===== config.mk =====
export PLATFORM = sky130hd
export DESIGN_NAME = word_lookup
export DESIGN_NICKNAME = d
export VERILOG_FILES = /design/src/hw/lookup_data_pkg.sv /design/src/hw/lookup_ctrl_pkg.sv /design/src/hw/word_lookup.sv /design/src/hw/match_fsm.sv /design/src/hw/scan_counter.sv /design/src/hw/char_store.sv
export SDC_FILE = /design/constraint.sdc
export NUM_CORES = 1
export LEC_CHECK = 0
export BUFFER_PORTS_ARGS = -buffer_cell sky130_fd_sc_hd__buf_2
export CORE_MARGIN = 5
export CORE_UTILIZATION = 40
export CTS_CLUSTER_DIAMETER = 150
export DETAILED_ROUTE_END_ITERATION = 7
export PLACE_DENSITY = 0.52
export SLEW_MARGIN = 30
export SYNTH_ARGS = -nofsm -noshare
export SYNTH_HDL_FRONTEND = slang
export SYNTH_SLANG_ARGS = --single-unit

===== constraint.sdc =====
create_clock -name clk -period 4.33 [get_ports clk]
set_clock_uncertainty 0.05 [all_clocks]
set_input_delay 1.299 -clock clk [delete_from_list [all_inputs] [get_ports clk]]
set_output_delay 1.299 -clock clk [all_outputs]
set_load 0.01 [all_outputs]

===== src/hw/lookup_data_pkg.sv =====
package lookup_data_pkg;

    localparam int VOCAB_DEPTH = 64;
    localparam int INPUT_DEPTH = 16;

    typedef logic [7:0] char_t;                               // zero byte ends a word

    typedef logic [$clog2(VOCAB_DEPTH)-1:0] vocab_addr_t;
    typedef logic [$clog2(INPUT_DEPTH)-1:0] input_addr_t;
    typedef logic [$clog2(VOCAB_DEPTH+1)-1:0] vocab_len_t;    // 0 up to full depth

    // host write port into the vocabulary store
    typedef struct packed {
        logic        en;
        vocab_addr_t addr;
        char_t       ch;
    } vocab_wr_t;

    // host write port into the input word store
    typedef struct packed {
        logic        en;
        input_addr_t addr;
        char_t       ch;
    } input_wr_t;

endpackage

===== src/hw/lookup_ctrl_pkg.sv =====
package lookup_ctrl_pkg;

    import lookup_data_pkg::*;

    typedef logic [$clog2(VOCAB_DEPTH)-1:0] word_idx_t;   // at most one word per address

    typedef enum logic [1:0] {
        IDLE,
        COMPARE,
        SKIP,
        DONE
    } match_state_t;

    // one cycle of counter control from the FSM
    typedef struct packed {
        logic clear;        // all counters to zero
        logic inc_v;
        logic inc_i;
        logic restart_i;    // back to first input char
        logic inc_word;
    } cnt_cmd_t;

    typedef struct packed {
        vocab_len_t vocab_len;   // addresses below this are searched
    } lookup_req_t;

    typedef struct packed {
        logic      found;
        word_idx_t index;        // zero on a miss
    } lookup_res_t;

endpackage


===== src/hw/word_lookup.sv =====
module word_lookup import lookup_data_pkg::*, lookup_ctrl_pkg::*; (
    input  logic        clk,
    input  logic        rst_n,
    input  vocab_wr_t   vocab_wr,
    input  input_wr_t   input_wr,
    input  logic        req,
    input  lookup_req_t req_data,
    output logic        ack,
    output lookup_res_t res
);

    vocab_addr_t vocab_addr;
    input_addr_t input_addr;
    char_t       vocab_ch;
    char_t       input_rd_ch;
    char_t       input_ch;
    word_idx_t   word_index;
    logic        at_end;
    cnt_cmd_t    cmd;

    char_store #(
        .DEPTH(VOCAB_DEPTH)
    ) vocab_store (
        .clk     (clk),
        .wr_en   (vocab_wr.en),
        .wr_addr (vocab_wr.addr),
        .wr_ch   (vocab_wr.ch),
        .rd_addr (vocab_addr),
        .rd_ch   (vocab_ch)
    );

    char_store #(
        .DEPTH(INPUT_DEPTH)
    ) input_store (
        .clk     (clk),
        .wr_en   (input_wr.en),
        .wr_addr (input_wr.addr),
        .wr_ch   (input_wr.ch),
        .rd_addr (input_addr),
        .rd_ch   (input_rd_ch)
    );

    assign input_ch = (input_addr == input_addr_t'(INPUT_DEPTH - 1)) ? '0 : input_rd_ch;  // last entry ends the word

    scan_counter scan_counter0 (
        .clk        (clk),
        .rst_n      (rst_n),
        .cmd        (cmd),
        .vocab_len  (req_data.vocab_len),   // host keeps it stable while req is high
        .vocab_addr (vocab_addr),
        .input_addr (input_addr),
        .word_index (word_index),
        .at_end     (at_end)
    );

    match_fsm match_fsm0 (
        .clk        (clk),
        .rst_n      (rst_n),
        .req        (req),
        .ack        (ack),
        .vocab_ch   (vocab_ch),
        .input_ch   (input_ch),
        .at_end     (at_end),
        .cmd        (cmd),
        .word_index (word_index),
        .res        (res)
    );

endmodule


===== src/hw/match_fsm.sv =====
module match_fsm import lookup_data_pkg::*, lookup_ctrl_pkg::*; (
    input  logic        clk,
    input  logic        rst_n,
    input  logic        req,
    output logic        ack,
    input  char_t       vocab_ch,
    input  char_t       input_ch,
    input  logic        at_end,
    output cnt_cmd_t    cmd,
    input  word_idx_t   word_index,
    output lookup_res_t res
);

    match_state_t state;
    match_state_t state_nxt;
    logic         word_start;       // nothing of the current word matched yet
    logic         word_start_nxt;
    logic         finish;
    logic         hit;
    logic         v_zero;
    logic         i_zero;
    logic         same;

    assign v_zero = (vocab_ch == '0);
    assign i_zero = (input_ch == '0);
    assign same   = (vocab_ch == input_ch);
    assign ack    = (state == DONE);

    always_comb begin
        state_nxt      = state;
        word_start_nxt = word_start;
        cmd            = '0;
        finish         = 1'b0;
        hit            = 1'b0;

        case (state)
            IDLE: begin
                cmd.clear      = 1'b1;
                word_start_nxt = 1'b1;
                if (req) begin
                    state_nxt = COMPARE;
                end
            end

            COMPARE: begin
                if (at_end) begin
                    finish = 1'b1;
                end else if (v_zero && i_zero && !word_start) begin
                    finish = 1'b1;   // both words end together
                    hit    = 1'b1;
                end else if (same && !v_zero) begin
                    cmd.inc_v      = 1'b1;
                    cmd.inc_i      = 1'b1;
                    word_start_nxt = 1'b0;
                end else if (v_zero) begin
                    // empty or too short vocab word, already on its terminator
                    cmd.inc_v      = 1'b1;
                    cmd.inc_word   = 1'b1;
                    cmd.restart_i  = 1'b1;
                    word_start_nxt = 1'b1;
                end else begin
                    cmd.inc_v = 1'b1;   // vocab char is nonzero so step past it now
                    state_nxt = SKIP;
                end
            end

            SKIP: begin
                if (at_end) begin
                    finish = 1'b1;   // unterminated last word
                end else begin
                    cmd.inc_v = 1'b1;
                    if (v_zero) begin
                        cmd.inc_word   = 1'b1;
                        cmd.restart_i  = 1'b1;
                        word_start_nxt = 1'b1;
                        state_nxt      = COMPARE;
                    end
                end
            end

            DONE: begin
                if (!req) begin
                    state_nxt = IDLE;
                end
            end

            default: begin
                state_nxt = IDLE;
            end
        endcase

        if (finish) begin
            state_nxt = DONE;
        end
    end

    always_ff @(posedge clk or negedge rst_n) begin
        if (!rst_n) begin
            state      <= IDLE;
            word_start <= 1'b1;
        end else begin
            state      <= state_nxt;
            word_start <= word_start_nxt;
        end
    end

    // result is loaded once per lookup and held through DONE
    always_ff @(posedge clk or negedge rst_n) begin
        if (!rst_n) begin
            res <= '0;
        end else if (finish) begin
            res.found <= hit;
            res.index <= hit ? word_index : '0;
        end
    end

endmodule


===== src/hw/scan_counter.sv =====
module scan_counter import lookup_data_pkg::*, lookup_ctrl_pkg::*; (
    input  logic        clk,
    input  logic        rst_n,
    input  cnt_cmd_t    cmd,
    input  vocab_len_t  vocab_len,
    output vocab_addr_t vocab_addr,
    output input_addr_t input_addr,
    output word_idx_t   word_index,
    output logic        at_end
);

    vocab_len_t v_pos;   // one bit wider than the address to reach full depth
    logic       i_last;

    assign vocab_addr = v_pos[$bits(vocab_addr_t)-1:0];
    assign at_end     = (v_pos == vocab_len);
    assign i_last     = (input_addr == input_addr_t'(INPUT_DEPTH - 1));

    always_ff @(posedge clk or negedge rst_n) begin
        if (!rst_n) begin
            v_pos <= '0;
        end else if (cmd.clear) begin
            v_pos <= '0;
        end else if (cmd.inc_v) begin
            v_pos <= v_pos + 1'b1;
        end
    end

    always_ff @(posedge clk or negedge rst_n) begin
        if (!rst_n) begin
            input_addr <= '0;
        end else if (cmd.clear || cmd.restart_i) begin
            input_addr <= '0;
        end else if (cmd.inc_i && !i_last) begin
            input_addr <= input_addr + 1'b1;   // sticks on last entry
        end
    end

    always_ff @(posedge clk or negedge rst_n) begin
        if (!rst_n) begin
            word_index <= '0;
        end else if (cmd.clear) begin
            word_index <= '0;
        end else if (cmd.inc_word) begin
            word_index <= word_index + 1'b1;   // terminators passed so far
        end
    end

endmodule


===== src/hw/char_store.sv =====
module char_store import lookup_data_pkg::*; #(
    parameter int DEPTH = INPUT_DEPTH
) (
    input  logic                     clk,
    input  logic                     wr_en,
    input  logic [$clog2(DEPTH)-1:0] wr_addr,
    input  char_t                    wr_ch,
    input  logic [$clog2(DEPTH)-1:0] rd_addr,
    output char_t                    rd_ch
);

    char_t mem [DEPTH];

    always_ff @(posedge clk) begin
        if (wr_en) begin
            mem[wr_addr] <= wr_ch;
        end
    end

    assign rd_ch = mem[rd_addr];   // async read, same cycle as address

endmodule


# --- After elaboration in Yosys (flattened, before gate mapping) ---
# Memories as Yosys holds them, arrays and structs flattened.
# Index checks and enable logic that the tools add are counted.
word_totals:
  wordCells: 91
  inputBits: 38
  register_bits: 27
  memories: 2
  out_inout_bits: 8
  ramBits: 640
memory_table:
  columns: ["name", "depth", "word_bits", "read_ports", "rd_clocked_by_memory_dff", "wr", "line", "source"]
  rows:
  - ["vocab_store.mem", 64, 8, 1, 0, 1, "char_store.sv:12", "char_t mem [DEPTH];"]
  - ["input_store.mem", 16, 8, 1, 0, 1, "char_store.sv:12", null]
classes:
  n_addsub: 3
  mux: 45
  n_reduce_logical: 17
  n_eq_ne: 17
ops:
  columns: ["operator", "n"]
  rows:
  - ["$mux W2", 12]
  - ["$ne A3 B2 Y1 const B", 7]
  - ["$mux W1", 18]
  - ["$mux W6", 3]
  - ["$logic_not A8 Y1", 2]
  - ["$mux W4", 4]
  - ["$mux W7", 2]
  - ["$eq A8 B8 Y1", 1]
  - ["$mux W8", 1]
  - ["$pmux W2 S4", 1]
  - ["$reduce_and A8 Y1", 1]
  - ["$add A7 B1 Y7 const B", 1]
  - ["$eq A7 B7 Y1", 1]
  - ["$add A6 B1 Y6 const B", 1]
  - ["$ne A2 B2 Y1 const B", 3]
  - ["$reduce_bool A2 Y1", 3]
  - ["$add A4 B1 Y4 const B", 1]
  - ["$eq A2 B2 Y1 const B", 2]
  - ["$eq A4 B4 Y1 const B", 1]
  - ["$logic_and A1 B1 Y1", 4]
  - ["$pmux W1 S2", 2]
  - ["$pmux W2 S2", 1]
  - ["$reduce_and A4 Y1", 1]
  - ["$logic_not A1 Y1", 3]
  - ["other kinds (6)", 6]

# --- Depth between registers and ports, before layout ---
# Gate-level depths: netlist of the first run.
depth:
  depth_word: 11
  ltp_mapped: 16
  mapped_depth_nobuf: 11

# --- Cells and area by module ---
# Synthesis of the first run repeated with hierarchy kept, for this count alone.
hier_totals:
  hier_cells: 1327
  area_unflattened_um2: 26704.4
modules_own_cells:
  columns: ["module", "area_each_um2", "seq_area_each_um2", "cells_each", "instances"]
  rows:
  - ["char_store at vocab_store", 20006.7, 15374.7, 932, 1]
  - ["char_store at input_store", 4987.3, 3843.7, 221, 1]
  - ["scan_counter", 905.9, 425.4, 91, 1]
  - ["match_fsm", 742.0, 251.5, 74, 1]
  - ["word_lookup", 62.6, 0.0, 9, 1]

# --- Worst setup path after synthesis of the first run ---
# Ideal clock, no wire load.
synth_timing:
  path_type: "in2reg"
  from: "input req_data[6] (netlist name)"
  to: "register scan_counter0.input_addr[2]"
  path_stages: 8
  t_arrival_ps: 3186
  setup_slack_ps: 1028
  setup_time_ps: 66
  required_time_ps: 4214
  n_path_buf: 1
  cell_sequence: "xor2_1 > nor4_1 > nand2b_1 > clkbuf_1 > nor3_4 > or2_1 > a211oi_1 > a31o_1"
synth_via:
  elab_chain_len: 5
  word_cells_on_any_way: 9
  cone_classes: "1 x eq/ne; 5 x mux; 3 x reduce/logical"
synth_rtl:
  columns: ["item", "line", "source"]
  rows:
  - ["from (decl)", "word_lookup.sv:7", "input lookup_req_t req_data,"]
  - ["$eq A7 B7 Y1 (*)", "scan_counter.sv:16", "assign at_end = (v_pos == vocab_len);"]
  - ["$mux W2 or $mux W4 (tied branches)", "match_fsm.sv:68, match_fsm.sv:46", null]
  - ["$pmux W2 S2 or $mux W1 (tied branches)", "match_fsm.sv:36", "case (state)"]
  - ["$logic_or A1 B1 Y1 or $logic_and A1 B1 Y1 (tied branches)", "scan_counter.sv:32, scan_counter.sv:34", null]
  - ["$mux W4 or $reduce_bool A2 Y1 (tied branches)", null, null]
  - ["to (signal assigned)", "scan_counter.sv:35", "input_addr <= input_addr + 1'b1;"]
  - ["to (decl)", "scan_counter.sv:7", "output input_addr_t input_addr,"]
# Mark *: on every way between the ends. The rest lies on a longest branch, timed or not.
# A chain may end at the register's enable or synchronous reset.

# --- Final worst setup path of the first run ---
layout_timing:
  from: "register scan_counter0.v_pos[0]"
  to: "register scan_counter0.input_addr[2]"
layout_via:
  elab_chain_len: 10
  word_cells_on_any_way: 20
  cone_classes: "2 x eq/ne; 9 x mux; 8 x reduce/logical; 1 x memory"
layout_rtl:
  columns: ["item", "line", "source"]
  rows:
  - ["from (decl)", "scan_counter.sv:12", "vocab_len_t v_pos;"]
  - ["from (signal assigned)", "scan_counter.sv:25", "v_pos <= v_pos + 1'b1;"]
  - ["$mem_v2 Z64 W8", null, null]
  - ["$logic_not A8 Y1", "match_fsm.sv:24", "assign v_zero = (vocab_ch == '0);"]
  - ["$logic_not A1 Y1", "match_fsm.sv:51", "end else if (same && !v_zero) begin"]
  - ["$logic_and A1 B1 Y1", "match_fsm.sv:51", null]
  - ["$mux W2 or $mux W1 (tied branches)", "match_fsm.sv:51", null]
  - ["$mux W4", "match_fsm.sv:48", "end else if (v_zero && i_zero && !word_start) begin"]
  - ["$mux W4", "match_fsm.sv:46", "if (at_end) begin"]
  - ["$pmux W2 S2 or $mux W1 (tied branches)", "match_fsm.sv:36", null]
  - ["$logic_or A1 B1 Y1 or $logic_and A1 B1 Y1 (tied branches)", "scan_counter.sv:32, scan_counter.sv:34", null]
  - ["$mux W4 or $reduce_bool A2 Y1 (tied branches)", null, null]
# Parallel ways exist; a longest one is shown, timed or not.

==> impl_metrics.ini, run 1 <==
[outcome]
status = finished, final reports clean

[sta]
rsz0062_at_grt = no
min_period_ns = 4.11
fin_crit_sh_pct = 95.0
finalHoldViolations = 0
clock.fmax_ghz = 0.243
slew_viol_final = 0
setup_slack_ns = 0.216
setup-tns-final_ns = 0
hold_slack_ns = 0.426
worst_slew_pin_slew_ns = 0.967
maxSlewHeadroom_pct = 35.3
finalSetupViolCount = 0

[die]
core_um2 = 68300
placementRows = 96
die_h_um = 272
ios = 46
die_width_um = 272
die_area_um2 = 74000
initial_core_util_pct = 40.2

[placement]
dp_slack_ns = 0.253
gp_congestion = 0.870
placedCellCount = 2423
hpwlAfterDp_mm = 46.0
numPortBuffers = 45

[cells_and_area]
register_area_um2 = 19900
syn2layout_area_growth_pct = 15.2
layout_common_cells = edfxtp_1 (640), mux4_2 (124), buf_4 (123)
nets = 1662
drive_gt1_share_pct = 27.6
fin_cells = 2557
final_common_cell = edfxtp_1
antenna_cells = 0
fillers = 5792
multi_input_comb_area_um2 = 6890

[drt]
drt-wirelength-per-cell_um = 27.4
wl_met1_mm = 31.2
drc = 0
via_per_inst = 5.63
initialDrtViolationCount = 1410
routed.top_layer = met5
finalWirelength_mm = 70.0
antenna_left = 0
vias = 14400
firstDrtPassIters = 5
wl_met2_mm = 32.6
wl_met3_mm = 4.24

[synth]
seq_area_frac_synth_pct = 72.4
ys_ff_latch = 667
synth_nets = 1485
synth-edff-count = 640
yosysWarnings = 0
ys.flop_type = edfxtp_1
syn_avg_cell_area_um2 = 19.1
ys_types = 92
netlist_instances = 1440
synthArstFlopShare_pct = 4.05
syn_area_um2 = 27500

[worst_setup_path]
critPathMaxFanout = 30
crit_type = reg -> reg
worstPathArrival_ns = 4.57
critPathRequiredTime_ns = 4.78
cp-end-kind = flip-flop
crit_path_start_kind = flip-flop

[global_route]
gr-total-overflow = 0
grt_antenna_before_repair = 2
grt_start_max_net_pins = 65
grt_usage_pct = 18.9
grt_first_pass_wirelength_mm = 103
grt_pass1_vias = 14600

[power]
cellPowerDensity_nw_per_um2 = 522
p_total_w = 0.0165
vdd_drop_max_mv = 0.341
p_leak_nw = 10.2

[clock_network]
path_clk_slew_ns = 0.06
clkLatencyLatePin_ns = 0.62
cts_tree = yes
ctsRootBufferMaster = clkbuf_16
cts_sinks = 667
cts_max_level = 3
clockBufferDepth = 3
cts_buffers = 74

[job]
drv_cap = 0

[hold_path]
hp-class = reg -> reg
==> cells in the mapped netlist (5+ instances only) <==
master | number | area (um2)
edfxtp_1 | 640 | 19200
mux4_2 | 124 | 2790
nor2_1 | 116 | 435
mux2i_1 | 83 | 831
nand2_1 | 58 | 218
dfrtp_1 | 26 | 651
nand3_1 | 23 | 115
nor3_1 | 20 | 100
mux2_2 | 18 | 203
a21oi_1 | 16 | 80.1
buf_6 | 16 | 180
clkbuf_1 | 16 | 60.1
xnor2_1 | 16 | 140
buf_2 | 14 | 70.1
xor2_1 | 12 | 105
buf_4 | 11 | 82.6
inv_1 | 11 | 41.3
mux4_1 | 10 | 263
a31oi_1 | 9 | 56.3
nand2b_1 | 9 | 56.3
nor2b_1 | 9 | 56.3
o21ai_0 | 9 | 45.0
a211oi_1 | 8 | 60.1
a22o_1 | 8 | 70.1
buf_12 | 8 | 160
nand3b_1 | 8 | 60.1
nand4_1 | 8 | 50.1
ha_1 | 7 | 87.6
nor4_1 | 7 | 43.8
a22oi_1 | 6 | 45.0
clkbuf_8 | 6 | 82.6
o211ai_1 | 5 | 37.5
o22ai_1 | 5 | 31.3
==> cells by family after synthesis <==
logic type / share of synthesized area, %
AO/OA/AOI/OAI: 3.52
XOR/XNOR: 0.892
adder cells (fa/ha/maj): 0.319
buffers and inverters: 2.61
flip-flops: 72.4
multiplexers: 14.9
AND/OR/NAND/NOR: 5.37
==> routing by layer <==
metal  GRT usage (%)  vias to the layer above
met5               0                        -
met4            5.42                        4
met3            4.24                      114
met2            29.1                      457
met1            27.3                     7565
li1                -                     6259
==> cell type report <==
type / instances / share of cell area (%)
flip-flops and latches: 667 / 62.9
clock inverters: 37 / 1.18
clock buffers: 97 / 6.39
inverters: 13 / 0.154
repair buffers: 175 / 4.12
multi-input cells: 686 / 21.8
well taps: 882 / 3.49
==> path summary, 6_finish.rpt <==
| path | from | endpoint | slack, ns | cells after the start |
|---|---|---|---|---|
| max | scan_counter0.v_pos[0] | scan_counter0.input_addr[2] | 0.22 | 11 |
| min | match_fsm0.res[6] | match_fsm0.res[6] | 0.43 | 1 |
| max reg2reg | scan_counter0.v_pos[0] | scan_counter0.input_addr[2] | 0.22 | 11 |
| min reg2reg | match_fsm0.res[6] | match_fsm0.res[6] | 0.43 | 1 |
| max in group asynchronous | rst_n | scan_counter0.v_pos[1] | 3.08 | 1 |
| min in group asynchronous | rst_n | match_fsm0.res[6] | 0.66 | 1 |
==> what timing repair did <==
item	CTS	global route
setup endpoints to repair	0	1
resized for setup	0	1
buffers inserted	0	0
hold buffers	0	0
==> where the power goes <==
part	switching, W	internal [W]	total (W)
clock	0.00253	0.00366	0.00619
combinational	0.00172	0.00130	0.00302
sequential	0.000141	0.00717	0.00731
total	0.00439	0.0121	0.0165
==> flip-flops by register name, indices dropped and copies added, names as in the netlist <==
signal / flops
scan_counter0.input_addr: 4
input_store.mem: 128
match_fsm0.state: 2
vocab_store.mem: 512
match_fsm0.word_start: 1
scan_counter0.word_index: 6
scan_counter0.v_pos: 7
match_fsm0.res: 7
==> through the flow <==
step | util [%] | cell area (um2)
after CTS | 46.3 | 31600
after global placement | 42.8 | 29200
final | 46.3 | 31700
after detailed placement | 42.8 | 29200
after global routing | 46.3 | 31700
after floorplan | - | 27500
==> worst max-delay path: stages (launching register included) <==
cell and delay [ns]:
dfrtp_4 0.76, buf_12 0.24, mux4_2 0.51, mux2i_1 0.45, mux2_2 0.27, nand2_1 0.09, and4_1 0.22, nor4_2 0.30
o2111ai_2 0.31, nor3_2 0.40, a211oi_1 0.14, a31o_1 0.21
No activity file was read; power rests on OpenSTA's default activity.
==> inputs of run 2 (changes only) <==
--- a/config.mk
+++ b/config.mk
@@ -7,10 +7,10 @@
 export LEC_CHECK = 0
 export BUFFER_PORTS_ARGS = -buffer_cell sky130_fd_sc_hd__buf_2
 export CORE_MARGIN = 5
-export CORE_UTILIZATION = 40
+export CORE_UTILIZATION = 45
 export CTS_CLUSTER_DIAMETER = 150
 export DETAILED_ROUTE_END_ITERATION = 7
-export PLACE_DENSITY = 0.52
+export PLACE_DENSITY = 0.57
 export SLEW_MARGIN = 30
 export SYNTH_ARGS = -nofsm -noshare
 export SYNTH_HDL_FRONTEND = slang
==> run 2 against run 1 <==
  * Total power is 0.13% higher
  * Fmax is 1.4% lower
  * Critical path depth stayed put
  * Hold slack worse by 0.0057 ns
  * Via count is 0.63% higher
  * Flip-flop and latch count stayed put
  * Largest power group unchanged
==> impl_metrics.ini, run 2 (synthesis gave the netlist of run 1 again) <==
[clock_network]
postCtsSetupBuffers = 0
cts_sinks = 667
clkLatencyLatePin_ns = 0.61
cts_resized = 0
cts_tree = yes
ctsRootBufferMaster = clkbuf_16
clockBufferDepth = 3
cts_max_level = 3
path_clk_slew_ns = 0.06
cts_hold_buf = 0
cts_buffers = 71

[worst_setup_path]
critPathMaxStageDelay_ns = 0.74
worstPathArrival_ns = 4.61
path_cells = buf_12, mux4_1, nor3_1, nor4_1, a32oi_2, or3b_1, o32ai_1, o2111ai_2, nor3_2, a211oi_1, a31o_1
critPathRequiredTime_ns = 4.77
critPathMaxFanout = 19
cp_slowest_cell = nor4_1
critPathTopFamily = simple AND/OR/NAND/NOR gates
cp-end-kind = flip-flop
crit_type = reg -> reg
cp_num_buf_inv = 1
crit_path_start_kind = flip-flop

[die]
initial_core_util_pct = 45.4
core_um2 = 60500
die_h_um = 257
placementRows = 90
die_width_um = 257
die_area_um2 = 66100
ios = 46

[drt]
firstDrtPassIters = 5
antenna_left = 0
drt-wirelength-per-cell_um = 28.0
vias = 14500
via_per_inst = 5.92
finalWirelength_mm = 68.5
drc = 0
initialDrtViolationCount = 1482

[global_route]
grt_start_max_net_pins = 65
grt_usage_pct = 20.6
grt_pass1_vias = 14600
gr-total-overflow = 0
grt_first_pass_wirelength_mm = 101
grt_antenna_before_repair = 2

[sta]
clock.fmax_ghz = 0.240
finalSetupViolCount = 0
slew_viol_final = 0
setup-tns-final_ns = 0
rsz0062_at_grt = no
fin_crit_sh_pct = 96.3
worst_slew_pin_slew_ns = 1.06
min_period_ns = 4.17
setup_slack_ns = 0.159
maxSlewHeadroom_pct = 29.2
finalHoldViolations = 0

[hold_path]
hp-class = reg -> reg

[power]
cellPowerDensity_nw_per_um2 = 525
switching_share_pct = 26.6
pwr-share-seq_pct = 44.2
clkPwrFrac_pct = 37.0
vdd_drop_max_mv = 0.355
power.switching_w = 0.00439
p_int_w = 0.0121
pwr-share-comb_pct = 18.8
p_leak_nw = 10.2

[job]
drv_cap = 0

[cells_and_area]
fillers = 4812
reg.largest.list = vocab_store.mem x512, input_store.mem x128
largest-register = vocab_store.mem
multi_input_comb_area_um2 = 6880
syn2layout_area_growth_pct = 14.6
layout_common_cells = edfxtp_1 (640), mux4_2 (124), buf_4 (118)
largest_reg_flops = 512
final_common_cell = edfxtp_1
register_area_um2 = 19900
fin_cells = 2447
antenna_cells = 0
drive_gt1_share_pct = 27.4
nets = 1654

[placement]
dp_slack_ns = 0.308
numPortBuffers = 45
gp_congestion = 0.902
placedCellCount = 2318
hpwlAfterDp_mm = 45.5

[outcome]
status = finished, final reports clean
run 2: changes by cell type in the layout (fill, tap and decap cells not counted), sizes merged:
cell    change
clkbuf     -15
inv         +5
bufinv      +3
clkinv      +2
buf         -5
run 2: routing by layer:
layer	track usage (%)	up-vias	wire, um
li1	-	6224	-
met1	31.3	7594	30700
met2	31.2	559	31700
met3	3.42	109	4520
met4	5.91	4	1540
met5	0	-	30
run 2: path summary, 6_finish.rpt:
kind                                   startpoint                          end  slack (ns)  cells past startpoint
max                        scan_counter0.v_pos[1]  scan_counter0.input_addr[2]        0.16                     11
min                             match_fsm0.res[6]            match_fsm0.res[6]        0.42                      1
max reg2reg                scan_counter0.v_pos[1]  scan_counter0.input_addr[2]        0.16                     11
min reg2reg                     match_fsm0.res[6]            match_fsm0.res[6]        0.42                      1
max in group asynchronous                   rst_n       scan_counter0.v_pos[0]        3.07                      1
min in group asynchronous                   rst_n       scan_counter0.v_pos[1]        0.67                      1
run 2: through the flow:
step	utilization [%]	cell area [um2]	hold WS (ns)	power, W
finish	52.1	31500	0.421	0.0165
global route	52.1	31500	0.437	0.0171
CTS	52.0	31500	0.424	0.0167
detailed placement	48.2	29100	0.410	0.0106
global placement	48.1	29100	0.406	0.0105
floorplan	-	27500	0.435	0.00958
run 2: area by class of cell:
| class | instances | share of cell area [%] |
|---|---|---|
| sequential | 667 | 63.2 |
| multi-input combinational | 686 | 21.9 |
| clock buffer | 82 | 5.84 |
| timing repair buffer | 170 | 4.17 |
| tap | 782 | 3.11 |
| clock inverter | 47 | 1.61 |
| inverter | 13 | 0.155 |
run 2: power groups by stage:
stage,Clock [W],Combinational (W),Sequential (W)
finish,0.00612,0.00311,0.00731
CTS,0.00626,0.00311,0.00731
detailed placement,0,0.00310,0.00745
floorplan,0,0.00226,0.00732
global route,0.00653,0.00328,0.00732
global placement,0,0.00308,0.00744
